==> src/hw/isaPkg.sv <==
package isaPkg;

    // Width of data words and of both address spaces
    localparam int dataWidth = 8;

    //////////////////////////////
    // Instruction fields
    //////////////////////////////

    // Low nibble of the instruction byte
    typedef enum logic [3:0] {
        readA    = 4'd0,
        readB    = 4'd1,
        writeA   = 4'd2,
        writeB   = 4'd3,
        mathsA   = 4'd4,
        mathsB   = 4'd5,
        branch   = 4'd6,
        gotoAddr = 4'd7,
        gotoIdle = 4'd8,
        call     = 4'd9,
        ret      = 4'd10
    } opTypeT;

    // High nibble, only meaningful for maths and branch
    typedef enum logic [3:0] {
        add         = 4'd0,
        subtract    = 4'd1,
        multiply    = 4'd2,
        shiftLeftA  = 4'd3,
        shiftRightA = 4'd4,
        incrementA  = 4'd5,
        incrementB  = 4'd6,
        decrementA  = 4'd7,
        decrementB  = 4'd8,
        equal       = 4'd9,
        greater     = 4'd10,
        less        = 4'd11
    } aluOpT;

    typedef struct packed {
        aluOpT  aluOp;
        opTypeT opType;
    } instrT;

    // Opcode in decode, operand address in the states after it
    typedef union packed {
        instrT                 instr;
        logic [dataWidth-1:0] addr;
    } romByteT;

    //////////////////////////////
    // Fixed addresses
    //////////////////////////////

    // ROM bytes holding thread start addresses
    localparam logic [dataWidth-1:0] irqVector0 = 8'hFF;
    localparam logic [dataWidth-1:0] irqVector1 = 8'hFE;

    // Parked bus address between accesses
    localparam logic [dataWidth-1:0] idleBusAddr = 8'hFF;

endpackage
==> src/hw/busPkg.sv <==
package busPkg;

    // One data byte sized from the instruction set width
    typedef logic [isaPkg::dataWidth-1:0] byteT;

    // External data bus request of 17 bits
    typedef struct packed {
        byteT addr;
        byteT dataOut;
        logic we;
    } busReqT;

    // Register block write control of 19 bits
    typedef struct packed {
        logic writeA;
        logic writeB;
        byteT value;
        logic writeContext;
        byteT contextValue;
    } regCtrlT;

    // Register block contents of 24 bits
    typedef struct packed {
        byteT a;
        byteT b;
        // Return address saved by call
        byteT callContext;
    } regStateT;

endpackage

==> src/hw/processor.sv <==
module processor (
    input  logic            CLK,
    input  logic            RESET,
    input  busPkg::byteT    busDataIn,
    output busPkg::busReqT  busReq,
    output busPkg::byteT    romAddress,
    input  isaPkg::romByteT romData,
    input  logic [1:0]      interruptRaise,
    output logic [1:0]      interruptAck
);

    import isaPkg::*;
    import busPkg::*;

    // Sequencer to register block
    regCtrlT  regCtrl;
    // Register contents, to sequencer and ALU
    regStateT regState;

    // ALU operation in, result out
    aluOpT aluOp;
    byteT  aluResult;

    // Fetch, decode, execute and bus control
    sequencer i_sequencer (
        .CLK            (CLK),
        .RESET          (RESET),
        .romData        (romData),
        .romAddress     (romAddress),
        .busDataIn      (busDataIn),
        .busReq         (busReq),
        .interruptRaise (interruptRaise),
        .interruptAck   (interruptAck),
        .regState       (regState),
        .aluResult      (aluResult),
        .aluOp          (aluOp),
        .regCtrl        (regCtrl)
    );

    // A, B and call context
    registerBlock i_registerBlock (
        .CLK      (CLK),
        .RESET    (RESET),
        .regCtrl  (regCtrl),
        .regState (regState)
    );

    // Zero-latency datapath
    alu i_alu (
        .a      (regState.a),
        .b      (regState.b),
        .aluOp  (aluOp),
        .result (aluResult)
    );

endmodule

==> src/hw/sequencer.sv <==
module sequencer (
    input  logic             CLK,
    input  logic             RESET,
    input  isaPkg::romByteT  romData,
    output busPkg::byteT     romAddress,
    input  busPkg::byteT     busDataIn,
    output busPkg::busReqT   busReq,
    input  logic [1:0]       interruptRaise,
    output logic [1:0]       interruptAck,
    input  busPkg::regStateT regState,
    input  busPkg::byteT     aluResult,
    output isaPkg::aluOpT    aluOp,
    output busPkg::regCtrlT  regCtrl
);

    import isaPkg::*;
    import busPkg::*;

    // One chain of states per instruction, each ends back in decode
    typedef enum logic [4:0] {
        idle,
        threadVector,
        threadLoad,
        threadSettle,
        decode,
        readFetch,
        readIssue,
        readWait,
        readStore,
        writeFetch,
        writeIssue,
        mathsStore,
        mathsSettle,
        branchTest,
        branchSettle,
        jumpFetch,
        jumpLoad,
        jumpSettle,
        callSave,
        returnLoad,
        returnSettle,
        idleReturn
    } stateT;

    stateT state;

    // Program counter and one-cycle operand offset
    byteT pc;
    logic offset;

    // Registered bus request
    byteT busAddr;
    logic busWe;
    byteT busDataOut;

    // Register B is the source or destination when set
    logic destB;

    // ROM answers one cycle after the address
    assign romAddress = pc + byteT'(offset);

    // ROM still holds the instruction in the cycle after decode
    assign aluOp = romData.instr.aluOp;

    assign busReq = '{addr: busAddr, dataOut: busDataOut, we: busWe};

    //////////////////////////////
    // Control FSM
    //////////////////////////////

    always_ff @(posedge CLK) begin
        if (RESET) begin
            state        <= idle;
            pc           <= irqVector0;
            offset       <= 1'b0;
            busAddr      <= idleBusAddr;
            busWe        <= 1'b0;
            destB        <= 1'b0;
            interruptAck <= 2'b00;
        end else begin
            // Pulses and the offset last one cycle only
            offset       <= 1'b0;
            busAddr      <= idleBusAddr;
            busWe        <= 1'b0;
            interruptAck <= 2'b00;

            case (state)
                // Wait for a raise, line 0 wins
                idle: begin
                    if (interruptRaise[0]) begin
                        pc           <= irqVector0;
                        interruptAck <= 2'b01;
                        state        <= threadVector;
                    end else if (interruptRaise[1]) begin
                        pc           <= irqVector1;
                        interruptAck <= 2'b10;
                        state        <= threadVector;
                    end
                end

                // Vector byte is on its way from ROM
                threadVector: state <= threadLoad;
                threadLoad: begin
                    pc    <= romData.addr;
                    state <= threadSettle;
                end
                // First opcode is on its way
                threadSettle: state <= decode;

                // Point ROM at the operand byte for every opcode
                decode: begin
                    offset <= 1'b1;
                    case (romData.instr.opType)
                        readA: begin
                            destB <= 1'b0;
                            state <= readFetch;
                        end
                        readB: begin
                            destB <= 1'b1;
                            state <= readFetch;
                        end
                        writeA: begin
                            destB <= 1'b0;
                            state <= writeFetch;
                        end
                        writeB: begin
                            destB <= 1'b1;
                            state <= writeFetch;
                        end
                        mathsA: begin
                            destB <= 1'b0;
                            state <= mathsStore;
                        end
                        mathsB: begin
                            destB <= 1'b1;
                            state <= mathsStore;
                        end
                        branch:   state <= branchTest;
                        gotoAddr: state <= jumpFetch;
                        call:     state <= callSave;
                        ret:      state <= returnLoad;
                        // Goto idle and any undefined opcode
                        default:  state <= idleReturn;
                    endcase
                end

                // Read, operand address then memory data
                readFetch: state <= readIssue;
                readIssue: begin
                    busAddr <= romData.addr;
                    state   <= readWait;
                end
                readWait: begin
                    pc    <= pc + byteT'(2);
                    state <= readStore;
                end
                // Data lands in the register through regCtrl
                readStore: state <= decode;

                // Write, strobe is seen during the next decode
                writeFetch: begin
                    pc    <= pc + byteT'(2);
                    state <= writeIssue;
                end
                writeIssue: begin
                    busAddr <= romData.addr;
                    busWe   <= 1'b1;
                    state   <= decode;
                end

                // Maths, one byte long
                mathsStore: begin
                    pc    <= pc + byteT'(1);
                    state <= mathsSettle;
                end
                mathsSettle: state <= decode;

                // Taken branch joins the goto path, one cycle longer
                branchTest: begin
                    if (aluResult != '0) begin
                        state <= jumpLoad;
                    end else begin
                        pc    <= pc + byteT'(2);
                        state <= branchSettle;
                    end
                end
                branchSettle: state <= decode;

                // Goto, also the tail of call
                jumpFetch: state <= jumpLoad;
                jumpLoad: begin
                    pc    <= romData.addr;
                    state <= jumpSettle;
                end
                jumpSettle: state <= decode;

                // Return address saved through regCtrl
                callSave: state <= jumpLoad;

                returnLoad: begin
                    pc    <= regState.callContext;
                    state <= returnSettle;
                end
                returnSettle: state <= decode;

                // Park the counter and wait for the next raise
                idleReturn: begin
                    pc    <= irqVector0;
                    state <= idle;
                end

                default: state <= idle;
            endcase
        end
    end

    // Write data, taken from the selected register
    always_ff @(posedge CLK) begin
        if (state == writeIssue) begin
            busDataOut <= destB ? regState.b : regState.a;
        end
    end

    //////////////////////////////
    // Register block control
    //////////////////////////////

    always_comb begin
        regCtrl              = '0;
        regCtrl.value        = (state == readStore) ? busDataIn : aluResult;
        // Address of the instruction after the call
        regCtrl.contextValue = pc + byteT'(2);
        case (state)
            readStore, mathsStore: begin
                regCtrl.writeA = !destB;
                regCtrl.writeB = destB;
            end
            callSave: regCtrl.writeContext = 1'b1;
            default: ;
        endcase
    end

endmodule

==> src/hw/registerBlock.sv <==
module registerBlock (
    input  logic             CLK,
    input  logic             RESET,
    input  busPkg::regCtrlT  regCtrl,
    output busPkg::regStateT regState
);

    import busPkg::*;

    // Working registers and saved return address
    byteT regA;
    byteT regB;
    byteT regContext;

    //////////////////////////////
    // Data registers
    //////////////////////////////

    // A and B share one write value, either or both may load
    always_ff @(posedge CLK) begin
        if (RESET) begin
            regA <= '0;
            regB <= '0;
        end else begin
            if (regCtrl.writeA) begin
                regA <= regCtrl.value;
            end
            if (regCtrl.writeB) begin
                regB <= regCtrl.value;
            end
        end
    end

    //////////////////////////////
    // Call context
    //////////////////////////////

    // One level deep, a nested call overwrites it
    always_ff @(posedge CLK) begin
        if (RESET) begin
            regContext <= '0;
        end else if (regCtrl.writeContext) begin
            regContext <= regCtrl.contextValue;
        end
    end

    assign regState = '{a: regA, b: regB, callContext: regContext};

endmodule

==> src/hw/alu.sv <==
module alu (
    input  busPkg::byteT  a,
    input  busPkg::byteT  b,
    input  isaPkg::aluOpT aluOp,
    output busPkg::byteT  result
);

    import isaPkg::*;
    import busPkg::*;

    // Purely combinational, all results wrap modulo 256
    always_comb begin
        case (aluOp)
            // Arithmetic on both operands
            add:         result = a + b;
            subtract:    result = a - b;
            // Low byte of the product only
            multiply:    result = a * b;

            // Single-bit shifts of A, zero filled
            shiftLeftA:  result = a << 1;
            shiftRightA: result = a >> 1;

            // Step one operand up or down
            incrementA:  result = a + byteT'(1);
            incrementB:  result = b + byteT'(1);
            decrementA:  result = a - byteT'(1);
            decrementB:  result = b - byteT'(1);

            // Compares give 1 for true, 0 for false
            // The branch takes any nonzero result
            equal:       result = byteT'(a == b);
            greater:     result = byteT'(a > b);
            less:        result = byteT'(a < b);

            // Unused codes pass A through
            default:     result = a;
        endcase
    end

endmodule

==> config.mk <==
export PLATFORM = sky130hd
export DESIGN_NAME = processor
export DESIGN_NICKNAME = d
export VERILOG_FILES = /design/src/hw/isaPkg.sv /design/src/hw/busPkg.sv /design/src/hw/processor.sv /design/src/hw/sequencer.sv /design/src/hw/registerBlock.sv /design/src/hw/alu.sv
export SDC_FILE = /design/constraint.sdc
export NUM_CORES = 1
export LEC_CHECK = 0
export BUFFER_PORTS_ARGS = -buffer_cell sky130_fd_sc_hd__clkbuf_2
export CAP_MARGIN = 30
export CORE_ASPECT_RATIO = 2
export CORE_MARGIN = 3
export CORE_UTILIZATION = 50
export CTS_CLUSTER_DIAMETER = 120
export DETAILED_ROUTE_END_ITERATION = 8
export PLACE_DENSITY = 0.68
export SETUP_SLACK_MARGIN = 0.15
export SLEW_MARGIN = 25
export SYNTH_ARGS = -nofsm -noshare
export SYNTH_HDL_FRONTEND = slang
export SYNTH_HIERARCHICAL = 1
export SYNTH_SLANG_ARGS = --single-unit
export TNS_END_PERCENT = 50
==> constraint.sdc <==
create_clock -name CLK -period 5.5 [get_ports CLK]
set_input_delay 0.275 -clock CLK [delete_from_list [all_inputs] [get_ports CLK]]
set_output_delay 0.275 -clock CLK [all_outputs]
set_load 0.1 [all_outputs]
# Word level (Yosys, flattened, before mapping)
# Cells that the tools add are included.
# classes
n_addsub,9
mul,1
magnitude_cmp,2
n_eq_ne,44
muxes,19
n_bitwise,2
reduce_logical,23
# op_table
cell,count
case mux 8 bit (12 select lines),1
case mux 5 bit (14 select lines),1
case mux 8 bit (7 select lines),1
"equality test 5 x 4 -> 1 bit, second input constant",8
two-way mux 8 bit,5
case mux 5 bit (7 select lines),1
"equality test 4 x 3 -> 1 bit, second input constant",8
"equality test 5 bit, second input constant",6
"adder 8 x 1 -> 8 bit, second input constant",3
"equality test 4 bit, second input constant",6
"equality test 5 x 3 -> 1 bit, second input constant",4
OR reduction 2 bit,10
"equality test 4 x 2 -> 1 bit, second input constant",4
"subtractor 8 x 1 -> 8 bit, second input constant",2
two-way mux 5 bit,3
"equality test 5 x 2 -> 1 bit, second input constant",2
OR reduction 3 bit,3
adder 8 x 1 -> 8 bit,1
"adder 8 x 2 -> 8 bit, second input constant",1
adder 8 bit,1
"equality test 4 x 1 -> 1 bit, second input constant",2
equality test 8 bit,1
> comparator 8 bit,1
zero test 4 bit,2
18 further kinds,23
# word_totals
regBits,58
output_inout_bits,27
wordCells,112

# Logic depth before layout (Yosys ltp)
# Gate-level depths: netlist of the first run.
# depth
word_depth,5
mapped_depth,23
ltp_nobuf,22

# Modules after synthesis
# Netlist of the first run, hierarchy kept.
# by_module_without_submodules
module,instances,cells_per_inst,area_per_inst_um2
alu,1,357,2620.0
sequencer,1,268,2339.7
registerBlock,1,77,859.6

# Worst setup path after synthesis of the first run
# No wires, ideal clock.
# synth_path
path_type,reg-to-reg
from,reg i_registerBlock.regA[2]
to,reg i_sequencer.pc[6]
setup_ps,116
arrival_ps,5202
required_ps,5384
slack_ps,182
path_stages_with_launch,21
n_path_buf,1
period_less_slack_ps,5318
path_cell_list,dfxtp_1 > clkbuf_1 > nand2_1 > fa_1 > inv_1 > ha_1 > inv_1 > fa_1 > fa_1 > xor2_1 > xnor3_1 > xnor3_1 > xnor3_1 > a222oi_1 > a31oi_1 > nor4_1 > and2_1 > o221ai_2 > nor3_4 > o2111ai_1 > o211a_1
# synth_via
elab_chain_cells,5
elab_cells_between_ends,12
# synth_lines
element,line_no,source
"start, declared",registerBlock.sv:11,byteT regA;
"start signal, assigned",registerBlock.sv:26,regA <= regCtrl.value;
"multiplier 8 x 8 -> 8 bit, or another cell as far along",alu.sv:18,multiply: result = a * b;
case mux 8 bit (12 select lines) (*),alu.sv:13,case (aluOp)
net aluResult[7],processor.sv:22,byteT aluResult;
nonzero test 8 bit (*),sequencer.sv:180,if (aluResult != '0) begin
inequality test 2 bit (no line) (*),--,
AND reduction 3 bit (no line) (*),--,
"end signal, assigned",sequencer.sv:173,pc <= pc + byteT'(1);
"end signal, assigned",sequencer.sv:183,pc <= pc + byteT'(2);
"end signal, assigned",sequencer.sv:192,pc <= romData.addr;
"end, declared",sequencer.sv:48,byteT pc;
# Mark *: on every way through the listed nets, which the timed path passes. The rest lies on a longest branch.
# A chain may end at the register's enable or synchronous reset.

# Worst setup path in the final report of the first run
# layout_path
from,reg i_registerBlock.regB[4]
to,reg i_sequencer.pc[6]
# layout_via
elab_chain_cells,5
elab_cells_between_ends,12
# layout_lines
element,line_no,source
"start, declared",registerBlock.sv:12,byteT regB;
"start signal, assigned",registerBlock.sv:29,regB <= regCtrl.value;
"multiplier 8 x 8 -> 8 bit, or another cell as far along",alu.sv:18,
case mux 8 bit (12 select lines) (*),alu.sv:13,
net aluResult[7],processor.sv:22,
nonzero test 8 bit (*),sequencer.sv:180,
inequality test 2 bit (no line) (*),--,
AND reduction 3 bit (no line) (*),--,
# Marked as above.

==> impl_metrics.ini, run 1 <==
[sta]
worst_slew_pin_slew_ns = 0.837
rsz0062_at_grt = yes
whs_ns = 0.255
min_period_ns = 5.21
slew_viol_final = 0
hold_viol_final = 0
maxSlewHeadroom = 0.441
skew_ns = 0.00725
setup_violations = 0
max_freq_mhz = 192
finalCritPeriodShare = 0.948
tns_ns = 0

[cells_and_area]
fin_util = 0.580
antenna_cells = 0
area_growth_pct = 13.1
num-fill-cells = 1079
drive_gt1_frac = 0.206
stdcell_count = 893
final_nets = 827

[pwr]
p_per_area_nw_per_um2 = 262
p_total_mw = 1.73
peakVddDrop_mv = 0.385
cellLeakagePower_nw = 2.77

[worst_setup_path]
critical-path-max-stage-delay_ns = 0.51
critPathLaunchType = register
worstSetupEndpointType = register
crit_fanout = 5
arrival_ns = 5.44
crit_path_cell_trace = inv_4, nor2_2, fa_2, inv_2, fa_1, fa_1, fa_2, xor2_1, xnor3_1, xnor3_1, xnor3_1, a222oi_1, a31oi_1, nor4_2, and2_4, o221ai_4, nor3_4, buf_4, nand4_1, o211a_1
r2r_start = i_registerBlock/regB[4]
crit_top_cell = xnor3_1
required_ns = 5.73
startpoint = i_registerBlock/regB[4]
criticalPathCategory = reg2reg
worst_path_max_delay_cell = fa_1

[drt]
avgRoutedWirePerCell_um = 21.4
via_per_inst = 6.19
drc = 0
dr.pass1.iters = 5
postRouteAntennaNets = 0
vias = 5530
initialDrtViolationCount = 415
wl_um = 19100

[floorplanning]
die-area_um2 = 13000
io_pins = 47
die_h_um = 159
core_um2 = 11400
start_util = 0.513
fp.dieW_um = 82.3
rows = 55

[global_routing]
grt_max_degree = 37
grt_pass1_vias = 5603
track_usage = 0.305
grt_pass1_wl_um = 29300
gr-total-overflow = 0
antenna_found_initial = 0

[cts]
cts_hold_buf = 0
cts_tree = yes
cts.sinks = 58
cts_buffers = 9
clkLatencyLatePin_ns = 0.34
clock_path_buffers = 2
clk_pin_slew_ns = 0.06
root_buffer = clkbuf_16
htree_num_levels = 3

[logic_synthesis]
syn_area_um2 = 5820
synth_fp_nets = 783
avgSynthCellArea_um2 = 8.29
synth_enable_flop_cells = 8
synth-seq-area-share = 0.213
synthArstFlopShare = 0
synth_top_area_frac = 0.172
ys_seq_elements = 58
synthCells = 702
yosys_warnings = 6
yosysTopAreaCell = dfxtp_1
synth_most_common_cell = nor2_1
synth_area_leaders = dfxtp_1 17%, ha_1 9.9%, nor2_1 5.4%
ys_top_cells_by_count = 84 x nor2_1, 54 x nand2_1, 50 x dfxtp_1, 46 x ha_1, 45 x inv_1
synthFlopType = dfxtp_1
ys_types = 77

[place]
io_buffers = 46
hpwl_um = 14700
placed_cells = 869
place_congestion = 0.990

[flow_run]
maxCapViolations = 0

[status]
status = completed

[worst_hold_path]
hold_class = in2reg
worstHoldStart = interruptRaise[1]
[repair_timing]
item                                    4_1_cts  5_1_grt
pin swaps                                     7       15
buffers inserted                              4        4
endpoints found under the setup margin       11       11
gates resized for setup                       2       29
[worst max-delay path, delay by kind of cell (launching register included)]
family / cells / cell delay [ns]
adders and majority gates: 4 / 1.67
buffers and inverters: 3 / 0.28
DFF: 1 / 0.36
AOI/OAI and AO/OA: 4 / 0.81
xor gates and xnor gates: 4 / 0.98
and+or+nand+nor: 5 / 1.00
[cells by family after synthesis]
| logic type | synth area share |
|---|---|
| AO/OA/AOI/OAI | 0.176 |
| XOR/XNOR | 0.0806 |
| adder cells (fa/ha/maj) | 0.151 |
| buffers and inverters | 0.0737 |
| flip-flops | 0.213 |
| multiplexers | 0.0791 |
| AND/OR/NAND/NOR | 0.227 |
[through the flow]
stage,worst slack (ns),area [um^2]
floorplan,0.182,5820
global placement,0.111,6140
detailed placement,-0.150,6150
CTS,0.245,6450
global route,0.0353,6580
finish,0.287,6580
[power by group]
| part | switching (mW) | total [mW] | internal [mW] |
|---|---|---|---|
| registers | 0.0832 | 0.537 | 0.453 |
| logic | 0.433 | 0.666 | 0.233 |
| clock network | 0.220 | 0.523 | 0.303 |
| total | 0.736 | 1.73 | 0.989 |
[metal layers]
layer,global-route usage,wire length (um),vias to the layer above
met4,0.254,1760,0
met5,0,0,-
met1,0.294,6400,2617
li1,-,-,2582
met2,0.548,10100,234
met3,0.0430,785,97
[path summary, 6_finish.rpt]
kind | to | slack [ns] | cells after the start
max | i_sequencer/pc[6] | 0.29 | 20
min | i_sequencer/interruptAck[1] | 0.25 | 2
max reg2reg | i_sequencer/pc[6] | 0.29 | 20
min reg2reg | i_registerBlock/regContext[0] | 0.50 | 2
[registers in the layout, summed over array words and instances (netlist names), 2 cells and up]
signal and count:
i_registerBlock/regContext 8, i_registerBlock/regB 8, i_sequencer/busDataOut 8, i_sequencer/pc 8
i_registerBlock/regA 8, i_sequencer/interruptAck 2, i_sequencer/busAddr 8, i_sequencer/state 5
[cell usage in the layout (no fill, tap or decap), types with 25 or more instances in the layout]
cell type  instances
a21oi_1           28
buf_4             27
clkbuf_2          46
dfxtp_1           46
ha_1              43
inv_1             40
mux2i_1           28
nand2_1           54
nor2_1            82
xnor2_1           25
[area by class of cell]
cell class              instances  area [um^2]  area share
inverters                      48          183      0.0278
repair buffers                 76          465      0.0707
well taps                     142          178      0.0270
flip-flops and latches         58         1250       0.190
clock inverters                 7         45.0     0.00684
multi-input cells             553         4230       0.643
clock buffers                   9          225      0.0342
Note: power is estimated with default switching activity, not from simulation.
==> run 2: changes to the inputs <==
MAX_ROUTING_LAYER = met4   (was unset)
PLACE_DENSITY = 0.71   (was 0.68)
==> impl_metrics.ini, run 2 (synthesis gave the netlist of run 1 again) <==
[sta]
slew_viol_final = 0
hold_viol_final = 0
maxSlewHeadroom = 0.346
finalCritPeriodShare = 0.959
skew_ns = 0.0112
worst_slew_pin_slew_ns = 0.975
min_period_ns = 5.27
max_freq_mhz = 190
setup_violations = 0
tns_ns = 0
rsz0062_at_grt = yes

[pwr]
p_per_area_nw_per_um2 = 281
peakVddDrop_mv = 0.294
cellLeakagePower_nw = 2.79

[worst_setup_path]
worst-r2r-cell-count = 18
worstSetupEndpointType = register
criticalPathCategory = reg2reg
arrival_ns = 5.50
required_ns = 5.72
crit_fanout = 6
critPathLaunchType = register

[floorplanning]
rows = 55
core_um2 = 11400
die-area_um2 = 13000
fp.dieW_um = 82.3
io_pins = 47
die_h_um = 159
start_util = 0.513

[worst_hold_path]
whs_path_depth = 2
hold_class = in2reg

[place]
place_congestion = 1.00
hpwl_um = 14800
io_buffers = 46
placed_cells = 867

[global_routing]
track_usage = 0.315
grt_pass1_vias = 5498
grt_max_degree = 38
grt_pass1_wl_um = 29400
antenna_found_initial = 0
gr-total-overflow = 0

[cells_and_area]
antenna_cells = 0
drive_gt1_frac = 0.206
mostFrequentLayoutCell = nor2_1
stdcell_count = 891
num-fill-cells = 1071
fin_util = 0.584
final_cell_mix = 83 x nor2_1, 54 x nand2_1, 46 x clkbuf_2, 45 x dfxtp_1, 43 x ha_1
area_growth_pct = 13.9
final_nets = 825

[cts]
htree_num_levels = 3
clock_path_buffers = 2
cts_tree = yes
root_buffer = clkbuf_16
cts.sinks = 58
clkLatencyLatePin_ns = 0.33
cts_buffers = 9
clk_pin_slew_ns = 0.06

[drt]
postRouteAntennaNets = 0
initialDrtViolationCount = 501
via_per_inst = 6.21
vias = 5536
drc = 0
wl_um = 19300
avgRoutedWirePerCell_um = 21.7
dr.pass1.iters = 6

[status]
status = completed

[flow_run]
maxCapViolations = 0
-- run 2: cell type report --
cell class	count	area (um^2)	share of cell area
multi-input combinational	553	4230	0.638
sequential	58	1250	0.189
timing repair buffer	74	443	0.0668
clock buffer	9	225	0.0340
inverter	48	183	0.0276
tap	142	178	0.0268
clock inverter	7	116	0.0176
-- run 2: power breakdown --
part | leakage, nW | internal [mW] | switching, mW
clock network | 0.166 | 0.442 | 0.217
logic | 2.13 | 0.227 | 0.436
registers | 0.496 | 0.454 | 0.0867
-- run 2: worst paths after layout --
path	start	to	slack (ns)
max	i_registerBlock/regB[2]	i_sequencer/pc[6]	0.23
min	interruptRaise[1]	i_sequencer/interruptAck[1]	0.27
max reg2reg	i_registerBlock/regB[2]	i_sequencer/pc[6]	0.23
min reg2reg	i_registerBlock/regContext[6]	i_registerBlock/regContext[6]	0.50
-- run 2: repair_timing --
action,4_1_cts,5_1_grt
gates resized for setup,7,19
gates cloned,0,0
hold buffers,0,0
setup endpoints to repair,11,11
pin swaps,7,20
setup buffers,1,7
-- run 2: routing by layer --
metal	up-vias	global-route usage	routed length [um]
li1	2566	-	-
met1	2609	0.292	6300
met2	247	0.555	10400
met3	114	0.0459	883
met4	0	0.250	1810
met5	-	-	0
-- run 2: worst max-delay path, cell delays in order, from the launching register on --
cell and delay, ns:
dfxtp_4 0.36, and2_4 0.14, fa_2 0.35, inv_2 0.07
fa_1 0.44, fa_1 0.51, fa_2 0.37, xor2_2 0.16
xnor3_1 0.21, xnor3_1 0.24, xnor3_1 0.34, a222oi_1 0.44
a31oi_1 0.20, nor4_2 0.33, and2_4 0.22, o221ai_4 0.13
nor3_4 0.34, nand4_1 0.14, o211a_1 0.15
-- run 2: metrics by stage --
step,hold slack (ns),area (um^2),worst slack (ns),power (mW)
final,0.269,6630,0.228,1.86
after detailed placement,0.484,6140,-0.144,1.18
after global placement,0.474,6130,0.0691,1.17
after global routing,0.271,6630,0.0194,1.93
after CTS,0.265,6510,0.171,1.85
after floorplan,0.347,5820,0.182,1.05
